File: src/rtl/periph_pkg.sv
// Peripheral subsystem bus types, block select codes and register indices
`default_nettype none

package periph_pkg;

   ////////////////////////////////
   // Register bus
   ////////////////////////////////
   typedef struct packed {
      logic        cs;     // Level strobe, held until ack
      logic        wr;     // High for write
      logic [7:0]  addr;   // Block in 7:6, register in 5:2
      logic [31:0] wdata;
      logic [3:0]  be;     // Byte enables
   } reg_req_t;

   typedef struct packed {
      logic [31:0] rdata;  // Valid in the ack cycle
      logic        ack;    // One cycle pulse
   } reg_rsp_t;

   // Block select on addr[7:6]
   typedef enum logic [1:0] {
      SEL_UART = 2'd0,
      SEL_SPI  = 2'd1,
      SEL_IRQ  = 2'd2,
      SEL_NONE = 2'd3      // Unmapped hole
   } periph_sel_e;

   ////////////////////////////////
   // Register indices
   ////////////////////////////////
   localparam logic [3:0] UART_CTRL   = 4'd0;  // Bit 0 tx enable, bit 1 rx enable
   localparam logic [3:0] UART_BAUD   = 4'd1;  // Clocks per bit
   localparam logic [3:0] UART_TXDATA = 4'd2;
   localparam logic [3:0] UART_RXDATA = 4'd3;
   localparam logic [3:0] UART_STATUS = 4'd4;  // Busy, rx valid, overrun

   localparam logic [3:0] SPI_DIV     = 4'd0;  // Half period in clocks
   localparam logic [3:0] SPI_TXDATA  = 4'd1;
   localparam logic [3:0] SPI_RXDATA  = 4'd2;
   localparam logic [3:0] SPI_STATUS  = 4'd3;  // Bit 0 busy

   localparam logic [3:0] IRQ_STATUS  = 4'd0;  // Write 1 to clear
   localparam logic [3:0] IRQ_ENABLE  = 4'd1;

endpackage

`default_nettype wire

File: src/rtl/periph_reg_mux.sv
// Address decode, response mux and interrupt combiner for the peripheral bus
`timescale 1ns/1ps
`default_nettype none

module periph_reg_mux (
   input  wire logic                 app_clk,
   input  wire logic                 arst_n_i,
   input  wire periph_pkg::reg_req_t req_i,
   input  wire periph_pkg::reg_rsp_t uart_rsp_i,
   input  wire periph_pkg::reg_rsp_t spi_rsp_i,
   input  wire logic                 uart_evt_i,
   input  wire logic                 spi_evt_i,
   output periph_pkg::reg_req_t      uart_req_o,
   output periph_pkg::reg_req_t      spi_req_o,
   output periph_pkg::reg_rsp_t      rsp_o,
   output logic                      irq_o
);
   import periph_pkg::*;

   periph_sel_e sel;
   logic [3:0]  idx;
   logic        loc_cs;                  // IRQ block or unmapped hole
   logic        loc_acc;
   logic        irq_wr;
   logic        loc_ack_q;
   logic [31:0] loc_rdata_q;
   logic [1:0]  evt;                     // Bit 0 uart rx, bit 1 spi done
   logic [1:0]  irq_status_q;
   logic [1:0]  irq_enable_q;
   logic        irq_q;

   assign sel     = periph_sel_e'(req_i.addr[7:6]);
   assign idx     = req_i.addr[5:2];
   assign evt     = {spi_evt_i, uart_evt_i};
   assign loc_cs  = req_i.cs & ((sel == SEL_IRQ) | (sel == SEL_NONE));
   assign loc_acc = loc_cs & ~loc_ack_q;
   assign irq_wr  = loc_acc & req_i.wr & (|req_i.be) & (sel == SEL_IRQ);
   assign irq_o   = irq_q;

   ////////////////////////////////
   // Strobe steering
   ////////////////////////////////
   always_comb begin
      uart_req_o    = req_i;
      spi_req_o     = req_i;
      uart_req_o.cs = req_i.cs & (sel == SEL_UART);  // Only one block sees cs
      spi_req_o.cs  = req_i.cs & (sel == SEL_SPI);
   end

   // Response follows the held address
   always_comb begin
      case (sel)
         SEL_UART: rsp_o = uart_rsp_i;
         SEL_SPI:  rsp_o = spi_rsp_i;
         default:  rsp_o = '{rdata: loc_rdata_q, ack: loc_ack_q};
      endcase
   end

   ////////////////////////////////
   // Interrupt registers
   ////////////////////////////////
   always_ff @(posedge app_clk or negedge arst_n_i) begin
      if (!arst_n_i) begin
         loc_ack_q    <= 1'b0;
         loc_rdata_q  <= '0;
         irq_status_q <= '0;
         irq_enable_q <= '0;
         irq_q        <= 1'b0;
      end else begin
         loc_ack_q <= loc_acc;
         irq_q     <= |(irq_status_q & irq_enable_q);  // One cycle behind status
         // Sticky bits, a new event beats the clear
         if (irq_wr && (idx == IRQ_STATUS)) begin
            irq_status_q <= (irq_status_q & ~req_i.wdata[1:0]) | evt;
         end else begin
            irq_status_q <= irq_status_q | evt;
         end
         if (irq_wr && (idx == IRQ_ENABLE)) irq_enable_q <= req_i.wdata[1:0];
         if (loc_acc && !req_i.wr) begin
            if (sel == SEL_NONE) begin
               loc_rdata_q <= '0;         // Hole reads zero
            end else begin
               case (idx)
                  IRQ_STATUS: loc_rdata_q <= 32'(irq_status_q);
                  IRQ_ENABLE: loc_rdata_q <= 32'(irq_enable_q);
                  default:    loc_rdata_q <= '0;
               endcase
            end
         end
      end
   end

endmodule

`default_nettype wire

File: src/rtl/periph_subsys_top.sv
// Peripheral subsystem top with UART, SPI master and bus combiner
`timescale 1ns/1ps
`default_nettype none

module periph_subsys_top #(
   parameter int BAUD_W    = 16,         // UART divisor width
   parameter int SPI_DIV_W = 8           // SPI divider width
) (
   input  wire logic                 app_clk,
   input  wire logic                 arst_n_i,
   input  wire periph_pkg::reg_req_t reg_req_i,
   input  wire logic                 uart_rxd_i,
   input  wire logic                 spi_si_i,
   output periph_pkg::reg_rsp_t      reg_rsp_o,
   output logic                      uart_txd_o,
   output logic                      spi_sck_o,
   output logic                      spi_so_o,
   output logic                      spi_ssn_o,
   output logic                      irq_o
);
   import periph_pkg::*;

   reg_req_t uart_req;                   // Steered copies
   reg_req_t spi_req;
   reg_rsp_t uart_rsp;
   reg_rsp_t spi_rsp;
   logic     uart_evt;                   // Rx byte in
   logic     spi_evt;                    // Transfer done

   periph_reg_mux u_reg_mux (
      .app_clk    (app_clk   ),
      .arst_n_i   (arst_n_i  ),
      .req_i      (reg_req_i ),
      .uart_rsp_i (uart_rsp  ),
      .spi_rsp_i  (spi_rsp   ),
      .uart_evt_i (uart_evt  ),
      .spi_evt_i  (spi_evt   ),
      .uart_req_o (uart_req  ),
      .spi_req_o  (spi_req   ),
      .rsp_o      (reg_rsp_o ),
      .irq_o      (irq_o     )
   );

   uart_core #(
      .BAUD_W (BAUD_W)
   ) u_uart_core (
      .app_clk    (app_clk   ),
      .arst_n_i   (arst_n_i  ),
      .req_i      (uart_req  ),
      .uart_rxd_i (uart_rxd_i),
      .rsp_o      (uart_rsp  ),
      .uart_txd_o (uart_txd_o),
      .rx_evt_o   (uart_evt  )
   );

   spi_master #(
      .SPI_DIV_W (SPI_DIV_W)
   ) u_spi_master (
      .app_clk    (app_clk   ),
      .arst_n_i   (arst_n_i  ),
      .req_i      (spi_req   ),
      .spi_si_i   (spi_si_i  ),
      .rsp_o      (spi_rsp   ),
      .spi_sck_o  (spi_sck_o ),
      .spi_so_o   (spi_so_o  ),
      .spi_ssn_o  (spi_ssn_o ),
      .done_evt_o (spi_evt   )
   );

endmodule

`default_nettype wire

File: src/rtl/spi_master.sv
// SPI master for mode 0 byte exchanges with divider and register file
`timescale 1ns/1ps
`default_nettype none

module spi_master #(
   parameter int SPI_DIV_W = 8           // Divider width
) (
   input  wire logic                 app_clk,
   input  wire logic                 arst_n_i,
   input  wire periph_pkg::reg_req_t req_i,
   input  wire logic                 spi_si_i,
   output periph_pkg::reg_rsp_t      rsp_o,
   output logic                      spi_sck_o,
   output logic                      spi_so_o,
   output logic                      spi_ssn_o,
   output logic                      done_evt_o
);
   import periph_pkg::*;

   logic                 ack_q;
   logic [31:0]          rdata_q;
   logic [3:0]           idx;
   logic                 acc;            // First cycle of a strobe
   logic                 wr_en;
   logic                 rd_en;
   logic                 start;

   logic [SPI_DIV_W-1:0] div_q;
   logic [SPI_DIV_W-1:0] cnt_q;          // Half period countdown
   logic [7:0]           txdata_q;
   logic [7:0]           rxdata_q;
   logic [7:0]           tx_shift_q;
   logic [7:0]           rx_shift_q;
   logic [3:0]           edge_q;         // Sck edges so far
   logic                 busy_q;
   logic                 sck_q;
   logic                 done_q;

   assign idx   = req_i.addr[5:2];
   assign acc   = req_i.cs & ~ack_q;
   assign wr_en = acc & req_i.wr & (|req_i.be);
   assign rd_en = acc & ~req_i.wr;
   assign start = wr_en & (idx == SPI_TXDATA) & ~busy_q;

   assign rsp_o      = '{rdata: rdata_q, ack: ack_q};
   assign spi_sck_o  = sck_q;
   assign spi_so_o   = tx_shift_q[7];    // MSB first
   assign spi_ssn_o  = ~busy_q;          // Low only during a transfer
   assign done_evt_o = done_q;

   ////////////////////////////////
   // Register access
   ////////////////////////////////
   always_ff @(posedge app_clk or negedge arst_n_i) begin
      if (!arst_n_i) begin
         ack_q   <= 1'b0;
         rdata_q <= '0;
         div_q   <= SPI_DIV_W'(1);       // Smallest legal divider
      end else begin
         ack_q <= acc;
         if (rd_en) begin
            case (idx)
               SPI_DIV:    rdata_q <= 32'(div_q);
               SPI_TXDATA: rdata_q <= 32'(txdata_q);
               SPI_RXDATA: rdata_q <= 32'(rxdata_q);
               SPI_STATUS: rdata_q <= 32'(busy_q);
               default:    rdata_q <= '0;
            endcase
         end
         if (wr_en && (idx == SPI_DIV)) div_q <= req_i.wdata[SPI_DIV_W-1:0];
      end
   end

   ////////////////////////////////
   // Shifter
   ////////////////////////////////
   always_ff @(posedge app_clk or negedge arst_n_i) begin
      if (!arst_n_i) begin
         busy_q     <= 1'b0;
         sck_q      <= 1'b0;
         done_q     <= 1'b0;
         cnt_q      <= '0;
         edge_q     <= '0;
         txdata_q   <= '0;
         rxdata_q   <= '0;
         tx_shift_q <= '0;
         rx_shift_q <= '0;
      end else begin
         done_q <= 1'b0;
         if (start) begin
            busy_q     <= 1'b1;
            txdata_q   <= req_i.wdata[7:0];
            tx_shift_q <= req_i.wdata[7:0];  // First bit out before first rise
            cnt_q      <= div_q;
            edge_q     <= '0;
         end else if (busy_q) begin
            if (cnt_q != '0) begin
               cnt_q <= cnt_q - 1'b1;
            end else begin
               cnt_q  <= div_q;
               sck_q  <= ~sck_q;
               edge_q <= edge_q + 1'b1;
               if (!sck_q) begin
                  rx_shift_q <= {rx_shift_q[6:0], spi_si_i};  // Rising edge samples
               end else begin
                  tx_shift_q <= {tx_shift_q[6:0], 1'b0};      // Falling edge shifts
               end
               // Last falling edge ends the byte
               if (edge_q == 4'd15) begin
                  busy_q   <= 1'b0;
                  rxdata_q <= rx_shift_q;
                  done_q   <= 1'b1;
               end
            end
         end
      end
   end

endmodule

`default_nettype wire

File: src/rtl/uart_core.sv
// UART controller with 8N1 transmitter, receiver and register file
`timescale 1ns/1ps
`default_nettype none

module uart_core #(
   parameter int BAUD_W = 16             // Divisor width
) (
   input  wire logic                 app_clk,
   input  wire logic                 arst_n_i,
   input  wire periph_pkg::reg_req_t req_i,
   input  wire logic                 uart_rxd_i,
   output periph_pkg::reg_rsp_t      rsp_o,
   output logic                      uart_txd_o,
   output logic                      rx_evt_o
);
   import periph_pkg::*;

   // Bus side
   logic              ack_q;
   logic [31:0]       rdata_q;
   logic [3:0]        idx;
   logic              acc;               // First cycle of a strobe
   logic              wr_en;
   logic              rd_en;

   // Register file
   logic [1:0]        ctrl_q;
   logic [BAUD_W-1:0] baud_q;
   logic [7:0]        txdata_q;
   logic [7:0]        rxdata_q;
   logic              rx_valid_q;
   logic              overrun_q;

   // Transmitter
   logic              tx_start;
   logic              tx_busy_q;
   logic [9:0]        tx_shift_q;        // Stop, data, start
   logic [3:0]        tx_bit_q;
   logic [BAUD_W-1:0] tx_cnt_q;

   // Receiver
   logic [2:0]        rxd_sync_q;        // Two sync stages plus edge history
   logic              rx_busy_q;
   logic [3:0]        rx_bit_q;
   logic [BAUD_W-1:0] rx_cnt_q;
   logic [7:0]        rx_shift_q;
   logic              rx_done;
   logic              rx_evt_q;

   assign idx      = req_i.addr[5:2];
   assign acc      = req_i.cs & ~ack_q;
   assign wr_en    = acc & req_i.wr & (|req_i.be);
   assign rd_en    = acc & ~req_i.wr;
   assign tx_start = wr_en & (idx == UART_TXDATA) & ctrl_q[0] & ~tx_busy_q;
   // Middle of a good stop bit
   assign rx_done  = rx_busy_q & (rx_cnt_q == '0) & (rx_bit_q == 4'd9) & rxd_sync_q[1];

   assign rsp_o      = '{rdata: rdata_q, ack: ack_q};
   assign uart_txd_o = tx_busy_q ? tx_shift_q[0] : 1'b1;  // Idle line high
   assign rx_evt_o   = rx_evt_q;

   ////////////////////////////////
   // Register file
   ////////////////////////////////
   always_ff @(posedge app_clk or negedge arst_n_i) begin
      if (!arst_n_i) begin
         ack_q      <= 1'b0;
         rdata_q    <= '0;
         ctrl_q     <= '0;
         baud_q     <= BAUD_W'(4);       // Smallest legal divisor
         txdata_q   <= '0;
         rxdata_q   <= '0;
         rx_valid_q <= 1'b0;
         overrun_q  <= 1'b0;
      end else begin
         ack_q <= acc;
         if (rd_en) begin
            case (idx)
               UART_CTRL:   rdata_q <= 32'(ctrl_q);
               UART_BAUD:   rdata_q <= 32'(baud_q);
               UART_TXDATA: rdata_q <= 32'(txdata_q);
               UART_RXDATA: rdata_q <= 32'(rxdata_q);
               UART_STATUS: rdata_q <= 32'({overrun_q, rx_valid_q, tx_busy_q});
               default:     rdata_q <= '0;
            endcase
         end
         if (wr_en) begin
            case (idx)
               UART_CTRL:   ctrl_q <= req_i.wdata[1:0];
               UART_BAUD:   baud_q <= req_i.wdata[BAUD_W-1:0];
               UART_STATUS: if (req_i.wdata[2]) overrun_q <= 1'b0;  // W1C
               default:     ;
            endcase
         end
         if (tx_start) txdata_q <= req_i.wdata[7:0];  // Busy writes dropped
         if (rd_en && (idx == UART_RXDATA)) rx_valid_q <= 1'b0;
         // New frame wins over a read in the same cycle
         if (rx_done) begin
            rxdata_q   <= rx_shift_q;
            rx_valid_q <= 1'b1;
            if (rx_valid_q) overrun_q <= 1'b1;  // Previous byte never read
         end
      end
   end

   ////////////////////////////////
   // Transmitter
   ////////////////////////////////
   always_ff @(posedge app_clk or negedge arst_n_i) begin
      if (!arst_n_i) begin
         tx_busy_q  <= 1'b0;
         tx_shift_q <= '1;
         tx_bit_q   <= '0;
         tx_cnt_q   <= '0;
      end else if (tx_start) begin
         tx_busy_q  <= 1'b1;
         tx_shift_q <= {1'b1, req_i.wdata[7:0], 1'b0};
         tx_bit_q   <= '0;
         tx_cnt_q   <= baud_q - 1'b1;
      end else if (tx_busy_q) begin
         if (tx_cnt_q != '0) begin
            tx_cnt_q <= tx_cnt_q - 1'b1;
         end else if (tx_bit_q == 4'd9) begin
            tx_busy_q <= 1'b0;           // Stop bit done
         end else begin
            tx_shift_q <= {1'b1, tx_shift_q[9:1]};  // LSB first
            tx_bit_q   <= tx_bit_q + 1'b1;
            tx_cnt_q   <= baud_q - 1'b1;
         end
      end
   end

   ////////////////////////////////
   // Receiver
   ////////////////////////////////
   always_ff @(posedge app_clk or negedge arst_n_i) begin
      if (!arst_n_i) begin
         rxd_sync_q <= '1;
         rx_busy_q  <= 1'b0;
         rx_bit_q   <= '0;
         rx_cnt_q   <= '0;
         rx_shift_q <= '0;
         rx_evt_q   <= 1'b0;
      end else begin
         rxd_sync_q <= {rxd_sync_q[1:0], uart_rxd_i};
         rx_evt_q   <= rx_done;
         if (!rx_busy_q) begin
            // Falling edge opens a frame
            if (ctrl_q[1] && rxd_sync_q[2] && !rxd_sync_q[1]) begin
               rx_busy_q <= 1'b1;
               rx_bit_q  <= '0;
               rx_cnt_q  <= baud_q >> 1;  // Half bit to mid start
            end
         end else if (rx_cnt_q != '0) begin
            rx_cnt_q <= rx_cnt_q - 1'b1;
         end else begin
            rx_cnt_q <= baud_q - 1'b1;
            rx_bit_q <= rx_bit_q + 1'b1;
            if (rx_bit_q == 4'd0) begin
               if (rxd_sync_q[1]) rx_busy_q <= 1'b0;  // Glitch, not a start bit
            end else if (rx_bit_q == 4'd9) begin
               rx_busy_q <= 1'b0;
            end else begin
               rx_shift_q <= {rxd_sync_q[1], rx_shift_q[7:1]};
            end
         end
      end
   end

endmodule

`default_nettype wire

File: config.mk
export PLATFORM = sky130hd
export DESIGN_NAME = periph_subsys_top
export DESIGN_NICKNAME = d
export VERILOG_FILES = /design/src/rtl/periph_pkg.sv /design/src/rtl/periph_reg_mux.sv /design/src/rtl/periph_subsys_top.sv /design/src/rtl/spi_master.sv /design/src/rtl/uart_core.sv
export SDC_FILE = /design/constraint.sdc
export NUM_CORES = 1
export LEC_CHECK = 0
export ABC_AREA = 0
export BUFFER_PORTS_ARGS = -buffer_cell sky130_fd_sc_hd__clkbuf_2
export CAP_MARGIN = 15
export CORE_MARGIN = 8
export CORE_UTILIZATION = 53
export DETAILED_ROUTE_END_ITERATION = 8
export PLACE_DENSITY_LB_ADDON = 0.12
export SLEW_MARGIN = 30
export SYNTH_ARGS = -nofsm -noshare
export SYNTH_HDL_FRONTEND = slang
export SYNTH_SLANG_ARGS = --single-unit
File: constraint.sdc
create_clock -name app_clk -period 3.3 [get_ports app_clk]
set_input_delay 0.33 -clock app_clk [delete_from_list [all_inputs] [get_ports app_clk]]
set_output_delay 0.33 -clock app_clk [all_outputs]
set_load 0.01 [all_outputs]
==> qor.csv <==
stage,metric,value,unit
setup_path,crit end category,flip-flop,
floorplanning,Rows,49,
floorplanning,die height,150,um
routing,post-route ant nets,0,
logic_synthesis,Netlist cell types,65,
setup_path,WP buf/inv,2,
finish,# fillers,1567,
routing,vias,7311,
logic_synthesis,synth warn,0,
timing,"Slew Viols, Final",0,
clocking,CTS Sinks,188,
placement,placed cell count,1232,
setup_path,Crit path arrival time,3.24,ns
logic_synthesis,Synth Area per Inst,9.91,um^2
placement,PortBufs,53,
hold_path,type of the worst min-delay path,in2reg,
setup_path,max incr delay on CP,0.58,ns
setup_path,worst setup path class,reg2reg,
grt,vias in the first global route,7367,
logic_synthesis,Mapped Cells,963,
finish,most frequent cells in the layout,"174 x dfrtp_1, 157 x nand2_1, 92 x o21ai_0",
grt,largest net degree at the start of global routing,89,
run,Max-Cap Viols,0,
grt,grt ovf,0,
clocking,Root Buffer,clkbuf_16,
setup_path,"Max FO, Critical Path",11,
logic_synthesis,Post-synth EDFFs,0,
pwr,Logic pwr share,18.8,%
clocking,setup repair bufs after CTS,0,
pwr,Psw,1.88,mW
finish,fin cells,1266,
timing,Final Cycle Share,88.5,%
logic_synthesis,"flops & latches, synth",188,
logic_synthesis,Post-synth ARST share,100,%
pwr,peak supply drop,0.000450,V
setup_path,startpoint types,flip-flop,
grt,first-pass GRT wire length,38800,um
setup_path,required time of the worst setup path,3.62,ns
clocking,worst skew pair latency,0.44,ns
routing,routed wire length,23400,um
finish,ANT cells,0,
routing,Avg Vias per Cell,5.77,
timing,fmax,0.342,GHz
floorplanning,initial core utilization,53.5,%
pwr,power density cells,562,mW/mm^2
run_status,status,"complete, no violations",
placement,DP HPWL,16600,um
placement,routability cong.,0.833,
floorplanning,chip width,150,um
timing,final setup violation count,0,
grt,global-route usage over all layers,21.8,%
timing,Rel. slew slack,36.0,%
timing,worst hold slack,0.122,ns
timing,RSZ-0062 raised after global routing,no,
floorplanning,I/O pins,88,
pwr,P_int,4.15,mW
timing,Worst-Margin Slew,0.951,ns
clocking,H-Tree Depth,4,
routing,initial drt markers,467,
setup_path,critical-path cell list,inv_1 > ha_1 > or4b_2 > or4_1 > or2_1 > nor4_4 > buf_4 > mux2_1,
pwr,Sw Ratio,31.2,%
routing,DRC Markers,0,
pwr,Sequential Power Share,46.9,%
timing,Final Hold Fails,0,
floorplanning,die area,0.0226,mm^2
setup_path,"CP delay by family, top",simple AND/OR/NAND/NOR gates,
routing,WL/cell,18.5,um
finish,ratio of cells with drive above 1 in the final layout,19.6,%
logic_synthesis,Post-synth top flop,dfrtp_1,
clocking,clock slew seen by the registers of the worst setup and hold paths,0.07,ns
timing,Final Worst Setup Slack,0.379,ns
timing,TNS Setup,0,ns
finish,"commonest non-fill, non-tap cell in the layout",dfrtp_1,
clocking,CTS max path bufs,2,
pwr,clock power share,34.3,%
clocking,TritonCTS clock tree,built,
logic_synthesis,Post-Syn Area,0.00955,mm^2
placement,pre-CTS WS,0.397,ns
finish,nets,1087,
finish,Finished Core Util,60.2,%
pwr,LEAKAGE,5.08,nW
logic_synthesis,sequential element share of the synthesized area,49.5,%
clocking,CTS buffer count,17,
floorplanning,core area,0.0178,mm^2
routing,First-pass DRT Iterations,6,
grt,initial antenna violation count,0,
timing,post-route minimum period,2.92,ns
finish,P&R area growth vs syn,12.5,%
timing,Worst Skew,0.0107,ns
setup_path,slowest cell on the critical path,or4b_2,
==> state kept, by name, summed over array words and instances (netlist names), 4 cells and up <==
| signal | count |
|---|---|
| u_uart_core.rx_bit_q | 4 |
| u_spi_master.cnt_q | 8 |
| u_uart_core.rdata_q | 16 |
| u_uart_core.tx_cnt_q | 16 |
| u_uart_core.tx_shift_q | 9 |
| u_uart_core.rx_shift_q | 8 |
| u_spi_master.rxdata_q | 8 |
| u_uart_core.rx_cnt_q | 16 |
| u_uart_core.txdata_q | 8 |
| u_uart_core.tx_bit_q | 4 |
| u_spi_master.rx_shift_q | 8 |
| u_spi_master.edge_q | 4 |
| u_spi_master.rdata_q | 8 |
| u_spi_master.tx_shift_q | 8 |
| u_uart_core.baud_q | 16 |
| u_uart_core.rxdata_q | 8 |
| u_spi_master.txdata_q | 8 |
| u_spi_master.div_q | 8 |
==> cells in the mapped netlist, types with 19 or more instances <==
library cell / number / area share (%)
clkbuf_1: 40 / 1.6
dfrtp_1: 174 / 46
nand2_1: 157 / 6.2
nor2_1: 54 / 2.1
nand3_1: 38 / 2.0
nor3_1: 19 / 1.0
mux2_2: 59 / 7.0
xor2_1: 19 / 1.7
inv_1: 22 / 0.87
o21ai_0: 92 / 4.8
mux2i_1: 38 / 4.0
a21oi_1: 25 / 1.3
==> logic make-up (layout without fill, tap and decap cells) <==
family,count (synthesis),after routing,synth area share [%]
AND/OR/NAND/NOR,353,353,17.7
AO/OA/AOI/OAI,189,189,12.2
flip-flops,188,188,49.5
multiplexers,106,106,12.1
buffers and inverters,85,144,4.19
XOR/XNOR,28,28,2.57
adder cells (fa/ha/maj),13,13,1.70
other,1,16,0.0393
==> routing by layer <==
metal | part of all wire [%] | GRT usage (%)
met5 | 0 | 0
met1 | 44 | 27.7
met2 | 50 | 37.3
met4 | 2.4 | 7.70
met3 | 3.7 | 3.34
==> layout make-up <==
type	instances	area (um^2)	share of cell area, %
flip-flops and latches	188	4720	44.0
clock inverters	14	150	1.40
clock buffers	18	439	4.09
inverters	22	82.6	0.769
repair buffers	90	569	5.30
well taps	229	287	2.67
multi-input cells	705	4490	41.8
==> timing repair <==
item	CTS	global route
hold endpoints to repair	22	0
hold buffers	2	0
gates resized for setup	0	0
==> worst paths after layout <==
check	start	to	slack, ns	cells past startpoint
setup / recovery	u_uart_core.rx_cnt_q[0]$_DFFE_PN0P_	u_uart_core.rxdata_q[4]$_DFFE_PN0P_	0.38	8
hold / removal	spi_si_i	u_spi_master.rx_shift_q[0]$_DFFE_PN0P_	0.12	2
setup reg to reg	u_uart_core.rx_cnt_q[0]$_DFFE_PN0P_	u_uart_core.rxdata_q[4]$_DFFE_PN0P_	0.38	8
hold reg to reg	u_uart_core.rxd_sync_q[0]$_DFF_PN1_	u_uart_core.rxd_sync_q[1]$_DFF_PN1_	0.36	0
max in group asynchronous	arst_n_i	u_uart_core.rxd_sync_q[1]$_DFF_PN1_	1.86	3
min in group asynchronous	arst_n_i	u_uart_core.rx_bit_q[1]$_DFFE_PN0P_	0.50	2
==> power by group through the flow <==
stage / sequential, mW / clock, mW / combinational, mW
finish: 2.83 / 2.07 / 1.13
global route: 2.87 / 2.20 / 1.30
CTS: 2.83 / 2.11 / 1.14
detailed placement: 2.87 / 0 / 1.13
global placement: 2.86 / 0 / 1.10
floorplan: 2.78 / 0 / 0.868
==> stage by stage <==
stage	instance area (um^2)	power, mW
final	10700	6.03
after global routing	10700	6.37
after CTS	10700	6.08
after detailed placement	10100	4.00
after floorplan	9600	3.65
after global placement	10100	3.96
Power figures use the tool's default switching activity.
